**src/image_init.hex**
```
// 28 rows of 28 signed pixels, two hex digits per pixel, row 0 first
00 FA FA FA FA FA FA 00 00 00 00 00 00 00 00 00 00 00 00 00 00 0E 23 37 7F 80 F1 40
01 FA FA FA FA FA FA 00 00 00 00 00 00 00 00 00 00 00 00 00 00 0E 23 37 7F 80 F1 41
02 FA FA FA FA FA FA 00 00 00 00 00 00 00 00 00 00 00 00 00 00 0E 23 37 7F 80 F1 42
03 FA FA FA FA FA FA 00 00 00 00 00 00 00 00 00 00 00 00 00 00 0E 23 37 7F 80 F1 43
04 FA FA FA FA FA FA 00 00 00 00 00 00 00 00 00 00 00 00 00 00 0E 23 37 7F 80 F1 44
05 FA FA FA FA FA FA 37 7F 7F 7F 7F 7F 7F 7F 7F 7F 7F 7F 37 00 0E 23 37 7F 80 F1 45
06 FA FA FA FA FA FA 37 7F 7F 7F 7F 7F 7F 7F 7F 7F 7F 7F 37 00 0E 23 37 7F 80 F1 46
07 FA FA FA FA FA FA 00 00 00 00 00 00 00 00 00 00 00 23 7F 23 0E 23 37 7F 80 F1 47
08 FA FA FA FA FA FA 00 00 00 00 00 00 00 00 00 00 00 23 7F 23 0E 23 37 7F 80 F1 48
09 FA FA FA FA FA FA 00 00 00 00 00 00 00 00 00 00 23 7F 23 00 0E 23 37 7F 80 F1 49
0A FA FA FA FA FA FA 00 00 00 00 00 00 00 00 00 00 23 7F 23 00 0E 23 37 7F 80 F1 4A
0B FA FA FA FA FA FA 00 00 00 00 00 00 00 00 00 23 7F 23 00 00 0E 23 37 7F 80 F1 4B
0C FA FA FA FA FA FA 00 00 00 00 00 00 00 00 23 7F 23 00 00 00 0E 23 37 7F 80 F1 4C
0D FA FA FA FA FA FA 00 00 00 00 00 00 00 00 23 7F 23 00 00 00 0E 23 37 7F 80 F1 4D
0E FA FA FA FA FA FA 00 00 00 00 00 00 00 23 7F 23 00 00 00 00 0E 23 37 7F 80 F1 4E
0F FA FA FA FA FA FA 00 00 00 00 00 00 23 7F 23 00 00 00 00 00 0E 23 37 7F 80 F1 4F
10 FA FA FA FA FA FA 00 00 00 00 00 00 23 7F 23 00 00 00 00 00 0E 23 37 7F 80 F1 50
11 FA FA FA FA FA FA 00 00 00 00 00 23 7F 23 00 00 00 00 00 00 0E 23 37 7F 80 F1 51
12 FA FA FA FA FA FA 00 00 00 00 23 7F 23 00 00 00 00 00 00 00 0E 23 37 7F 80 F1 52
13 FA FA FA FA FA FA 00 00 00 00 23 7F 23 00 00 00 00 00 00 00 0E 23 37 7F 80 F1 53
14 FA FA FA FA FA FA 00 00 00 23 7F 23 00 00 00 00 00 00 00 00 0E 23 37 7F 80 F1 54
15 FA FA FA FA FA FA 00 00 23 7F 23 00 00 00 00 00 00 00 00 00 0E 23 37 7F 80 F1 55
16 FA FA FA FA FA FA 00 00 23 7F 23 00 00 00 00 00 00 00 00 00 0E 23 37 7F 80 F1 56
17 FA FA FA FA FA FA 00 23 7F 23 00 00 00 00 00 00 00 00 00 00 0E 23 37 7F 80 F1 57
18 FA FA FA FA FA FA 23 7F 23 00 00 00 00 00 00 00 00 00 00 00 0E 23 37 7F 80 F1 58
19 FA FA FA FA FA FA 00 00 00 00 00 00 00 00 00 00 00 00 00 00 0E 23 37 7F 80 F1 59
1A FA FA FA FA FA FA 00 00 00 00 00 00 00 00 00 00 00 00 00 00 0E 23 37 7F 80 F1 5A
1B FA FA FA FA FA FA 00 00 00 00 00 00 00 00 00 00 00 00 00 00 0E 23 37 7F 80 F1 5B

```
**src/image_pkg.sv**
```systemverilog
package image_pkg;

    //**************************************************
    // image geometry
    //**************************************************
    localparam int IMG_ROWS   = 28;
    localparam int IMG_COLS   = 28;
    localparam int IMG_PIXELS = IMG_ROWS * IMG_COLS;
    localparam int PIX_W      = 8;

    // raster-order initial image, one row of bytes per line
    localparam string IMG_INIT_FILE = "/design/src/image_init.hex";

    //**************************************************
    // data types
    //**************************************************
    // quantized activation, two's complement
    typedef logic signed [PIX_W-1:0] pixel_t;

    // 5 bits reach 31, enough for 0..27
    typedef logic [4:0] row_t;
    typedef logic [4:0] col_t;

    // loader FSM
    typedef enum logic [1:0] {
        LD_COPY,
        LD_STALL,
        LD_DONE
    } loader_state_t;

    // who used the memory port this cycle
    typedef enum logic [1:0] {
        OWN_NONE,
        OWN_LOADER,
        OWN_HOST
    } bus_owner_t;

endpackage

```
**src/mem_bus_if.sv**
```systemverilog
interface mem_bus_if import image_pkg::*;
();

    // request side
    logic   req;
    logic   we;
    row_t   row;
    col_t   col;
    pixel_t wdata;

    // response side
    pixel_t rdata;
    logic   grant;

    // issues accesses, waits on grant
    modport requester (
        output req,
        output we,
        output row,
        output col,
        output wdata,
        input  rdata,
        input  grant
    );

    // decides who gets the port
    modport arbiter (
        input  req,
        input  we,
        input  row,
        input  col,
        input  wdata,
        output rdata,
        output grant
    );

    // storage end, req acts as enable
    modport memory (
        input  req,
        input  we,
        input  row,
        input  col,
        input  wdata,
        output rdata,
        output grant
    );

endinterface

```
**src/frame_arbiter.sv**
```systemverilog
module frame_arbiter import image_pkg::*;
(
    input  logic        clk,
    input  logic        rst_n,
    input  logic        sel,
    input  logic        wr,
    input  row_t        row,
    input  col_t        col,
    input  pixel_t      wdata,
    input  logic        load_done,
    output pixel_t      rdata,
    output logic        rd_valid,
    mem_bus_if.arbiter   load_bus,
    mem_bus_if.requester mem_bus
);

    bus_owner_t owner;
    logic       in_range;
    logic       host_rd;
    logic       host_wr_ok;

    assign in_range   = (row < row_t'(IMG_ROWS)) && (col < col_t'(IMG_COLS));
    assign host_rd    = sel && !wr;
    // writes only land on a fully loaded frame
    assign host_wr_ok = sel && wr && load_done && in_range;

    //**************************************************
    // ownership, host first
    //**************************************************
    always_comb
    begin
        if (sel)
            owner = OWN_HOST;
        else if (load_bus.req)
            owner = OWN_LOADER;
        else
            owner = OWN_NONE;
    end

    assign load_bus.grant = (owner == OWN_LOADER);
    assign load_bus.rdata = mem_bus.rdata;

    // out-of-range host addresses never reach the array
    always_comb
    begin
        case (owner)
            OWN_HOST:
            begin
                mem_bus.req   = in_range;
                mem_bus.we    = host_wr_ok;
                mem_bus.row   = in_range ? row : '0;
                mem_bus.col   = in_range ? col : '0;
                mem_bus.wdata = wdata;
            end
            OWN_LOADER:
            begin
                mem_bus.req   = 1'b1;
                mem_bus.we    = load_bus.we;
                mem_bus.row   = load_bus.row;
                mem_bus.col   = load_bus.col;
                mem_bus.wdata = load_bus.wdata;
            end
            default:
            begin
                mem_bus.req   = 1'b0;
                mem_bus.we    = 1'b0;
                mem_bus.row   = '0;
                mem_bus.col   = '0;
                mem_bus.wdata = '0;
            end
        endcase
    end

    //**************************************************
    // read return, one cycle after the strobe
    //**************************************************
    always_ff @(posedge clk or negedge rst_n)
    begin
        if (!rst_n)
        begin
            rd_valid <= 1'b0;
            rdata    <= '0;
        end
        else
        begin
            rd_valid <= host_rd;
            rdata    <= (host_rd && in_range) ? mem_bus.rdata : '0;
        end
    end

    // a stalled loader retries the same pixel
    a_retry: assert property (
        @(posedge clk) disable iff (!rst_n)
        load_bus.req && !load_bus.grant |=>
            load_bus.req && $stable(load_bus.row) && $stable(load_bus.col)
    );

endmodule

```
**src/flat_wrapper.sv**
```systemverilog
// flat-port wrapper written by rule: the top's interface ports become plain ports
module frame_arbiter_flat import image_pkg::*;
  (clk, rst_n, sel, wr, row, col, wdata, load_done, rdata, rd_valid, load_bus_req, load_bus_we, load_bus_row, load_bus_col, load_bus_wdata, load_bus_rdata, load_bus_grant, mem_bus_req, mem_bus_we, mem_bus_row, mem_bus_col, mem_bus_wdata, mem_bus_rdata, mem_bus_grant);
  mem_bus_if load_bus_i ();
  mem_bus_if mem_bus_i ();
  input  logic clk;
  input  logic rst_n;
  input  logic sel;
  input  logic wr;
  input  row_t row;
  input  col_t col;
  input  pixel_t wdata;
  input  logic load_done;
  output pixel_t rdata;
  output logic rd_valid;
  input wire logic [$bits(load_bus_i.req)-1:0] load_bus_req;
  input wire logic [$bits(load_bus_i.we)-1:0] load_bus_we;
  input wire logic [$bits(load_bus_i.row)-1:0] load_bus_row;
  input wire logic [$bits(load_bus_i.col)-1:0] load_bus_col;
  input wire logic [$bits(load_bus_i.wdata)-1:0] load_bus_wdata;
  output wire logic [$bits(load_bus_i.rdata)-1:0] load_bus_rdata;
  output wire logic [$bits(load_bus_i.grant)-1:0] load_bus_grant;
  output wire logic [$bits(mem_bus_i.req)-1:0] mem_bus_req;
  output wire logic [$bits(mem_bus_i.we)-1:0] mem_bus_we;
  output wire logic [$bits(mem_bus_i.row)-1:0] mem_bus_row;
  output wire logic [$bits(mem_bus_i.col)-1:0] mem_bus_col;
  output wire logic [$bits(mem_bus_i.wdata)-1:0] mem_bus_wdata;
  input wire logic [$bits(mem_bus_i.rdata)-1:0] mem_bus_rdata;
  input wire logic [$bits(mem_bus_i.grant)-1:0] mem_bus_grant;
  assign load_bus_i.req = load_bus_req;
  assign load_bus_i.we = load_bus_we;
  assign load_bus_i.row = load_bus_row;
  assign load_bus_i.col = load_bus_col;
  assign load_bus_i.wdata = load_bus_wdata;
  assign load_bus_rdata = load_bus_i.rdata;
  assign load_bus_grant = load_bus_i.grant;
  assign mem_bus_req = mem_bus_i.req;
  assign mem_bus_we = mem_bus_i.we;
  assign mem_bus_row = mem_bus_i.row;
  assign mem_bus_col = mem_bus_i.col;
  assign mem_bus_wdata = mem_bus_i.wdata;
  assign mem_bus_i.rdata = mem_bus_rdata;
  assign mem_bus_i.grant = mem_bus_grant;
  frame_arbiter u_core (.clk(clk), .rst_n(rst_n), .sel(sel), .wr(wr), .row(row), .col(col), .wdata(wdata), .load_done(load_done), .rdata(rdata), .rd_valid(rd_valid), .load_bus(load_bus_i), .mem_bus(mem_bus_i));
endmodule
```
**config.mk**
```make
export PLATFORM = sky130hd
export DESIGN_NAME = frame_arbiter_flat
export DESIGN_NICKNAME = d
export VERILOG_FILES = /design/src/image_pkg.sv /design/src/mem_bus_if.sv /design/src/frame_arbiter.sv /design/src/flat_wrapper.sv
export SDC_FILE = /design/constraint.sdc
export NUM_CORES = 1
export LEC_CHECK = 0
export ABC_AREA = 1
export BUFFER_PORTS_ARGS = -buffer_cell sky130_fd_sc_hd__buf_4
export CELL_PAD_IN_SITES_DETAIL_PLACEMENT = 0
export CELL_PAD_IN_SITES_GLOBAL_PLACEMENT = 2
export CORE_MARGIN = 8
export CORE_UTILIZATION = 14
export DETAILED_ROUTE_END_ITERATION = 16
export GPL_TIMING_DRIVEN = 0
export PLACE_DENSITY_LB_ADDON = 0.05
export SYNTH_ARGS = -nofsm -noshare
export SYNTH_HDL_FRONTEND = slang
export SYNTH_SLANG_ARGS = --single-unit
export TNS_END_PERCENT = 5
```
**constraint.sdc**
```tcl
create_clock -name clk -period 1.1 [get_ports clk]
set_input_delay 0.22 -clock clk [delete_from_list [all_inputs] [get_ports clk]]
set_output_delay 0.22 -clock clk [all_outputs]
set_load 0.02 [all_outputs]
```
==> impl_metrics.json, run 1 <==
{
  "htree_levels": 1,
  "status": "finished, violations left",
  "die_y_um": 87.87,
  "final_cells": 280,
  "crit_chain": "buf_8 > inv_4 > nand2_4 > inv_6 > buf_6 > nand2_1 > nand2_1 > buf_6",
  "crit_buf_inv": 5,
  "dpl-instance-area_sq_um": 1471,
  "crit_slowest_cell": "buf_6",
  "routed_wl_um": 3569,
  "drt_iter0_markers": 7,
  "fin_util": 0.3677,
  "root_buffer": "clkbuf_8",
  "grt_pass1_wl_um": 5030,
  "overflow": 0,
  "final-setup-viol-count": 1,
  "powerDensity_nw_per_um2": 775.8,
  "yosysSeqAreaShare": 0.3114,
  "maxCapViolCount": 0,
  "n_antenna_cell": 0,
  "std_cell_rows": 26,
  "maxSlewViolCount": 0,
  "drt-wirelength-per-cell_um": 12.75,
  "core_sq_um": 5042,
  "nets": 263,
  "fp.dieArea_sq_um": 7721,
  "synth_area_per_cell_sq_um": 6.888,
  "violations": "setup timing",
  "startpoint_type": "primary input",
  "gr-usage-all-layers": 0.08485,
  "area_growth_pct": 156.4,
  "vias": 1041,
  "power_leakage_nw": 1.028,
  "cts.clk_slew.worst_paths_ns": 0.04,
  "gp_congestion": 0.6511,
  "grt_start_max_net_pins": 11,
  "cts_inserted_buffers": 3,
  "crit_family": "buffers and inverters",
  "dr.pass1.iters": 2,
  "ir_drop_v": 0.0003293,
  "final_layout_size_suffix_gt1_frac": 0.6619,
  "arrival_ns": 0.89,
  "hpwl_um": 2673,
  "final_area_sq_um": 1854,
  "initial_core_util": 0.1434,
  "antenna_left": 0,
  "finalWorstSetupSlack_ns": -0.01142,
  "portBuffers": 88,
  "worstSetupPathType": "in -> out",
  "ys_types": 17,
  "die_width_um": 87.87,
  "total_power_mw": 1.439,
  "grt_pass1_vias": 1066,
  "syn_nets": 157,
  "finalCritPeriodShare": 1.010,
  "worst_pin_slew_ns": 0.1234,
  "ys_ff_latch": 9,
  "final_period_minus_worst_setup_slack_ns": 1.111,
  "min_path_type": "in -> reg",
  "cpPeakStageDelay_ns": 0.13,
  "whs_ns": 0.1810,
  "cp_max_fo": 5,
  "placed_cells": 263,
  "relSlewSlack": 0.9177,
  "viasPerCell": 3.718,
  "syn_inst": 105,
  "grt_antenna_before_repair": 0,
  "rsz0062_at_grt": "true",
  "cts_sinks": 9,
  "num_io_pins": 90,
  "cts.path.max_buffers": 2,
  "crit_required_ns": 0.88,
  "yosysWarnings": 0,
  "clock.fmax_mhz": 899.7,
  "fin_setup_tns_ns": -0.01142,
  "post-route-drc-count": 0,
  "dp_worst_setup_slack_ns": -0.1261,
  "cts_tree": "yes",
  "finalHoldViolCount": 0,
  "endpoint_kind": "output port",
  "synthesis.area_sq_um": 723.2
}
[final timing paths]
kind | startpoint | end | slack [ns] | cells after the start
max | sel | mem_bus_row[4] | -0.01 | 8
min | wr | u_core.rd_valid | 0.18 | 2
max in group asynchronous | rst_n | u_core.rdata[7] | 0.61 | 2
min in group asynchronous | rst_n | u_core.rdata[1] | 0.35 | 2
[synthesized netlist by cell type]
master | instances | area [sq um]
nand4_1 | 10 | 62.56
o21ai_0 | 1 | 5.000
buf_2 | 1 | 5.000
nand3_1 | 1 | 5.000
dfrtp_1 | 9 | 225.2
nor2_1 | 8 | 30.03
nor2_4 | 1 | 11.26
buf_8 | 1 | 15.01
buf_4 | 9 | 67.56
buf_6 | 3 | 33.78
inv_1 | 8 | 30.03
nand3_2 | 2 | 20.02
nand3_4 | 1 | 17.52
inv_2 | 2 | 7.510
o21ai_2 | 1 | 8.760
nand2_2 | 1 | 6.260
nand2_1 | 46 | 172.7
[power breakdown]
part           switching, mW  total, mW  leakage [nW]  internal [mW]
logic                  0.320      0.719         0.883          0.399
registers            0.00329      0.348         0.122          0.345
clock network          0.119      0.371        0.0228          0.252
[final cells by class]
class,instances,area (sq um)
buffer,14,135.1
clock buffer,4,45.04
fill,529,3188
inverter,10,45.04
multi-input combinational,72,396.6
sequential,9,225.2
tap,70,87.58
timing repair buffer,101,919.6
[metal layers]
metal  GRT usage  part of all wire  vias to the layer above
li1            -                 -                      531
met1     0.08703              0.35                      463
met2      0.1484              0.52                       45
met3     0.03940              0.12                        2
met4     0.02813            0.0059                        0
met5           0                 0                        -
[repair_timing]
| action | 4_1_cts | 5_1_grt |
|---|---|---|
| gates cloned | 5 | 1 |
| setup buffers | 1 | 5 |
| resized for setup | 27 | 33 |
| setup endpoints to repair | 20 | 20 |
| pin swaps | 8 | 12 |
| hold endpoints to repair | 9 | 0 |
| hold buffers | 1 | 0 |
[state kept, by name, summed over array words and instances (netlist names)]
register,flops
u_core.rd_valid,1
u_core.rdata,8
[cells in the final DEF (no fill, tap or decap)]
master	instances
buf_4	77
buf_6	31
buf_8	4
bufbuf_16	1
clkbuf_1	1
clkbuf_16	1
clkbuf_8	3
dfrtp_1	9
dlygate4sd3_1	1
inv_1	8
inv_4	1
inv_6	1
nand2_1	33
nand2_2	13
nand2_4	1
nand3_2	1
nand3_4	3
nand4_1	10
nor2_1	8
nor2_4	1
o21ai_1	1
o21ai_2	1
[logic make-up after synthesis]
kind of cell | Yosys count | synth area share
simple gates | 70 | 0.4498
buf+inv | 24 | 0.2197
flops | 9 | 0.3114
compound gates | 2 | 0.01903
Note: power is estimated with default switching activity, not from simulation.
==> run 2: changes to the inputs <==
--- a/config.mk
+++ b/config.mk
@@ -13,6 +13,7 @@
 export CORE_UTILIZATION = 14
 export DETAILED_ROUTE_END_ITERATION = 16
 export GPL_TIMING_DRIVEN = 0
+export MAX_ROUTING_LAYER = met4
 export PLACE_DENSITY_LB_ADDON = 0.05
 export SYNTH_ARGS = -nofsm -noshare
 export SYNTH_HDL_FRONTEND = slang
==> impl_metrics.json, run 2 (same netlist as run 1, synthesis figures left out) <==
{
  "total_power_mw": 1.438,
  "reg.largest.list": "u_core.rdata (8), u_core.rd_valid (1)",
  "endpoint_kind": "output port",
  "final_period_minus_worst_setup_slack_ns": 1.115,
  "root_buffer": "clkbuf_8",
  "drt-wirelength-per-cell_um": 12.80,
  "portBuffers": 88,
  "rsz0062_at_grt": "true",
  "cts.path.max_buffers": 2,
  "whs_ns": 0.1809,
  "hpwl_um": 2673,
  "worstSetupPathType": "in -> out",
  "fin_setup_tns_ns": -0.01696,
  "vias": 1046,
  "n_antenna_cell": 0,
  "num_io_pins": 90,
  "maxSlewViolCount": 0,
  "mostFrequentLayoutCell": "buf_4",
  "drt_iter0_markers": 16,
  "htree_levels": 1,
  "post-route-drc-count": 0,
  "finalCritPeriodShare": 1.013,
  "powerDensity_nw_per_um2": 777.2,
  "fp.dieArea_sq_um": 7721,
  "cpPeakStageDelay_ns": 0.13,
  "cts_tree": "yes",
  "startpoint_type": "primary input",
  "crit_chain": "buf_8 > inv_4 > nand2_4 > inv_6 > buf_6 > nand2_1 > nand2_1 > buf_6",
  "crit_slowest_cell": "buf_6",
  "top_register": "u_core.rdata",
  "gr-usage-all-layers": 0.08709,
  "worst_pin_slew_ns": 0.1232,
  "hold_depth": 2,
  "std_cell_rows": 26,
  "cts.clk_slew.worst_paths_ns": 0.04,
  "status": "finished, violations left",
  "grt_pass1_wl_um": 5002,
  "hp-start": "wr",
  "grt_pass1_vias": 1070,
  "finalHoldViolCount": 0,
  "num-fill-cells": 528,
  "layout_common_cells": "77 x buf_4, 33 x nand2_1, 32 x buf_6",
  "die_y_um": 87.87,
  "nets": 263,
  "cp_max_fo": 5,
  "grt_start_max_net_pins": 11,
  "die_width_um": 87.87,
  "dpl-instance-area_sq_um": 1471,
  "core_sq_um": 5042,
  "power_leakage_nw": 1.026,
  "min_path_type": "in -> reg",
  "dr.pass1.iters": 2,
  "relSlewSlack": 0.9179,
  "overflow": 0,
  "fin_util": 0.3670,
  "antenna_left": 0,
  "grt_antenna_before_repair": 0,
  "ir_drop_v": 0.0003294,
  "final-setup-viol-count": 2,
  "largest_reg_flops": 8,
  "cp-startpoint": "sel",
  "crit_required_ns": 0.88,
  "cts_sinks": 9,
  "viasPerCell": 3.736,
  "clock.fmax_mhz": 897.2,
  "gp_congestion": 0.6569,
  "routed_wl_um": 3583,
  "area_growth_pct": 155.9,
  "arrival_ns": 0.89,
  "final_layout_size_suffix_gt1_frac": 0.6619,
  "maxCapViolCount": 0,
  "cts_inserted_buffers": 3,
  "finalWorstSetupSlack_ns": -0.01458,
  "violations": "setup timing",
  "initial_core_util": 0.1434,
  "final_area_sq_um": 1851
}
==> run 2: changes by cell type in the layout (fill, tap and decap cells not counted) <==
| cell | delta |
|---|---|
| buf_6 | +1 |
| buf_8 | -1 |
==> run 2: path summary, 6_finish.rpt <==
| path | slack, ns | end |
|---|---|---|
| worst max-delay path | -0.01 | mem_bus_row[4] |
| worst min-delay path | 0.18 | u_core.rd_valid |
| max in group asynchronous | 0.61 | u_core.rdata[7] |
| min in group asynchronous | 0.35 | u_core.rdata[1] |
==> run 2: metrics by stage <==
stage / setup WS [ns] / std cells
CTS: -0.01070 / 274
finish: -0.01458 / 280
floorplan: 0.003392 / 105
global placement: -0.1182 / 263
global route: -0.04951 / 280
detailed placement: -0.1261 / 263
==> run 2: metal layers <==
layer | GRT usage | part of all wire | up-vias
li1 | - | - | 530
met1 | 0.09568 | 0.39 | 469
met2 | 0.1484 | 0.51 | 45
met3 | 0.02345 | 0.087 | 2
met4 | 0.02813 | 0.0064 | 0
met5 | - | 0 | -
==> run 2: timing repair <==
action / in CTS / in global routing
cloned: 5 / 1
hold buffers: 1 / 0
pin swaps: 8 / 12
endpoints found under the setup margin: 20 / 20
endpoints found under the hold margin: 9 / 0
buffers inserted: 1 / 5
gates resized for setup: 27 / 32
==> run 2: final cells by class <==
cell class / count / area (sq um) / share of cell area
plain buffers: 14 / 135.1 / 0.07302
clock buffers: 4 / 45.04 / 0.02434
inverters: 10 / 45.04 / 0.02434
multi-input cells: 72 / 396.6 / 0.2143
flip-flops and latches: 9 / 225.2 / 0.1217
well taps: 70 / 87.58 / 0.04733
repair buffers: 101 / 915.9 / 0.4949
==> run 2: power breakdown <==
group          internal, mW  switching (mW)  leakage (nW)
clock network         0.252           0.119        0.0228
registers             0.345         0.00329         0.122
logic                 0.398           0.321         0.882
==> run 2: worst max-delay path, delay by kind of cell <==
kind	cells	cell delay, ns
buffers and inverters	5	0.48
AND/OR/NAND/NOR	3	0.19
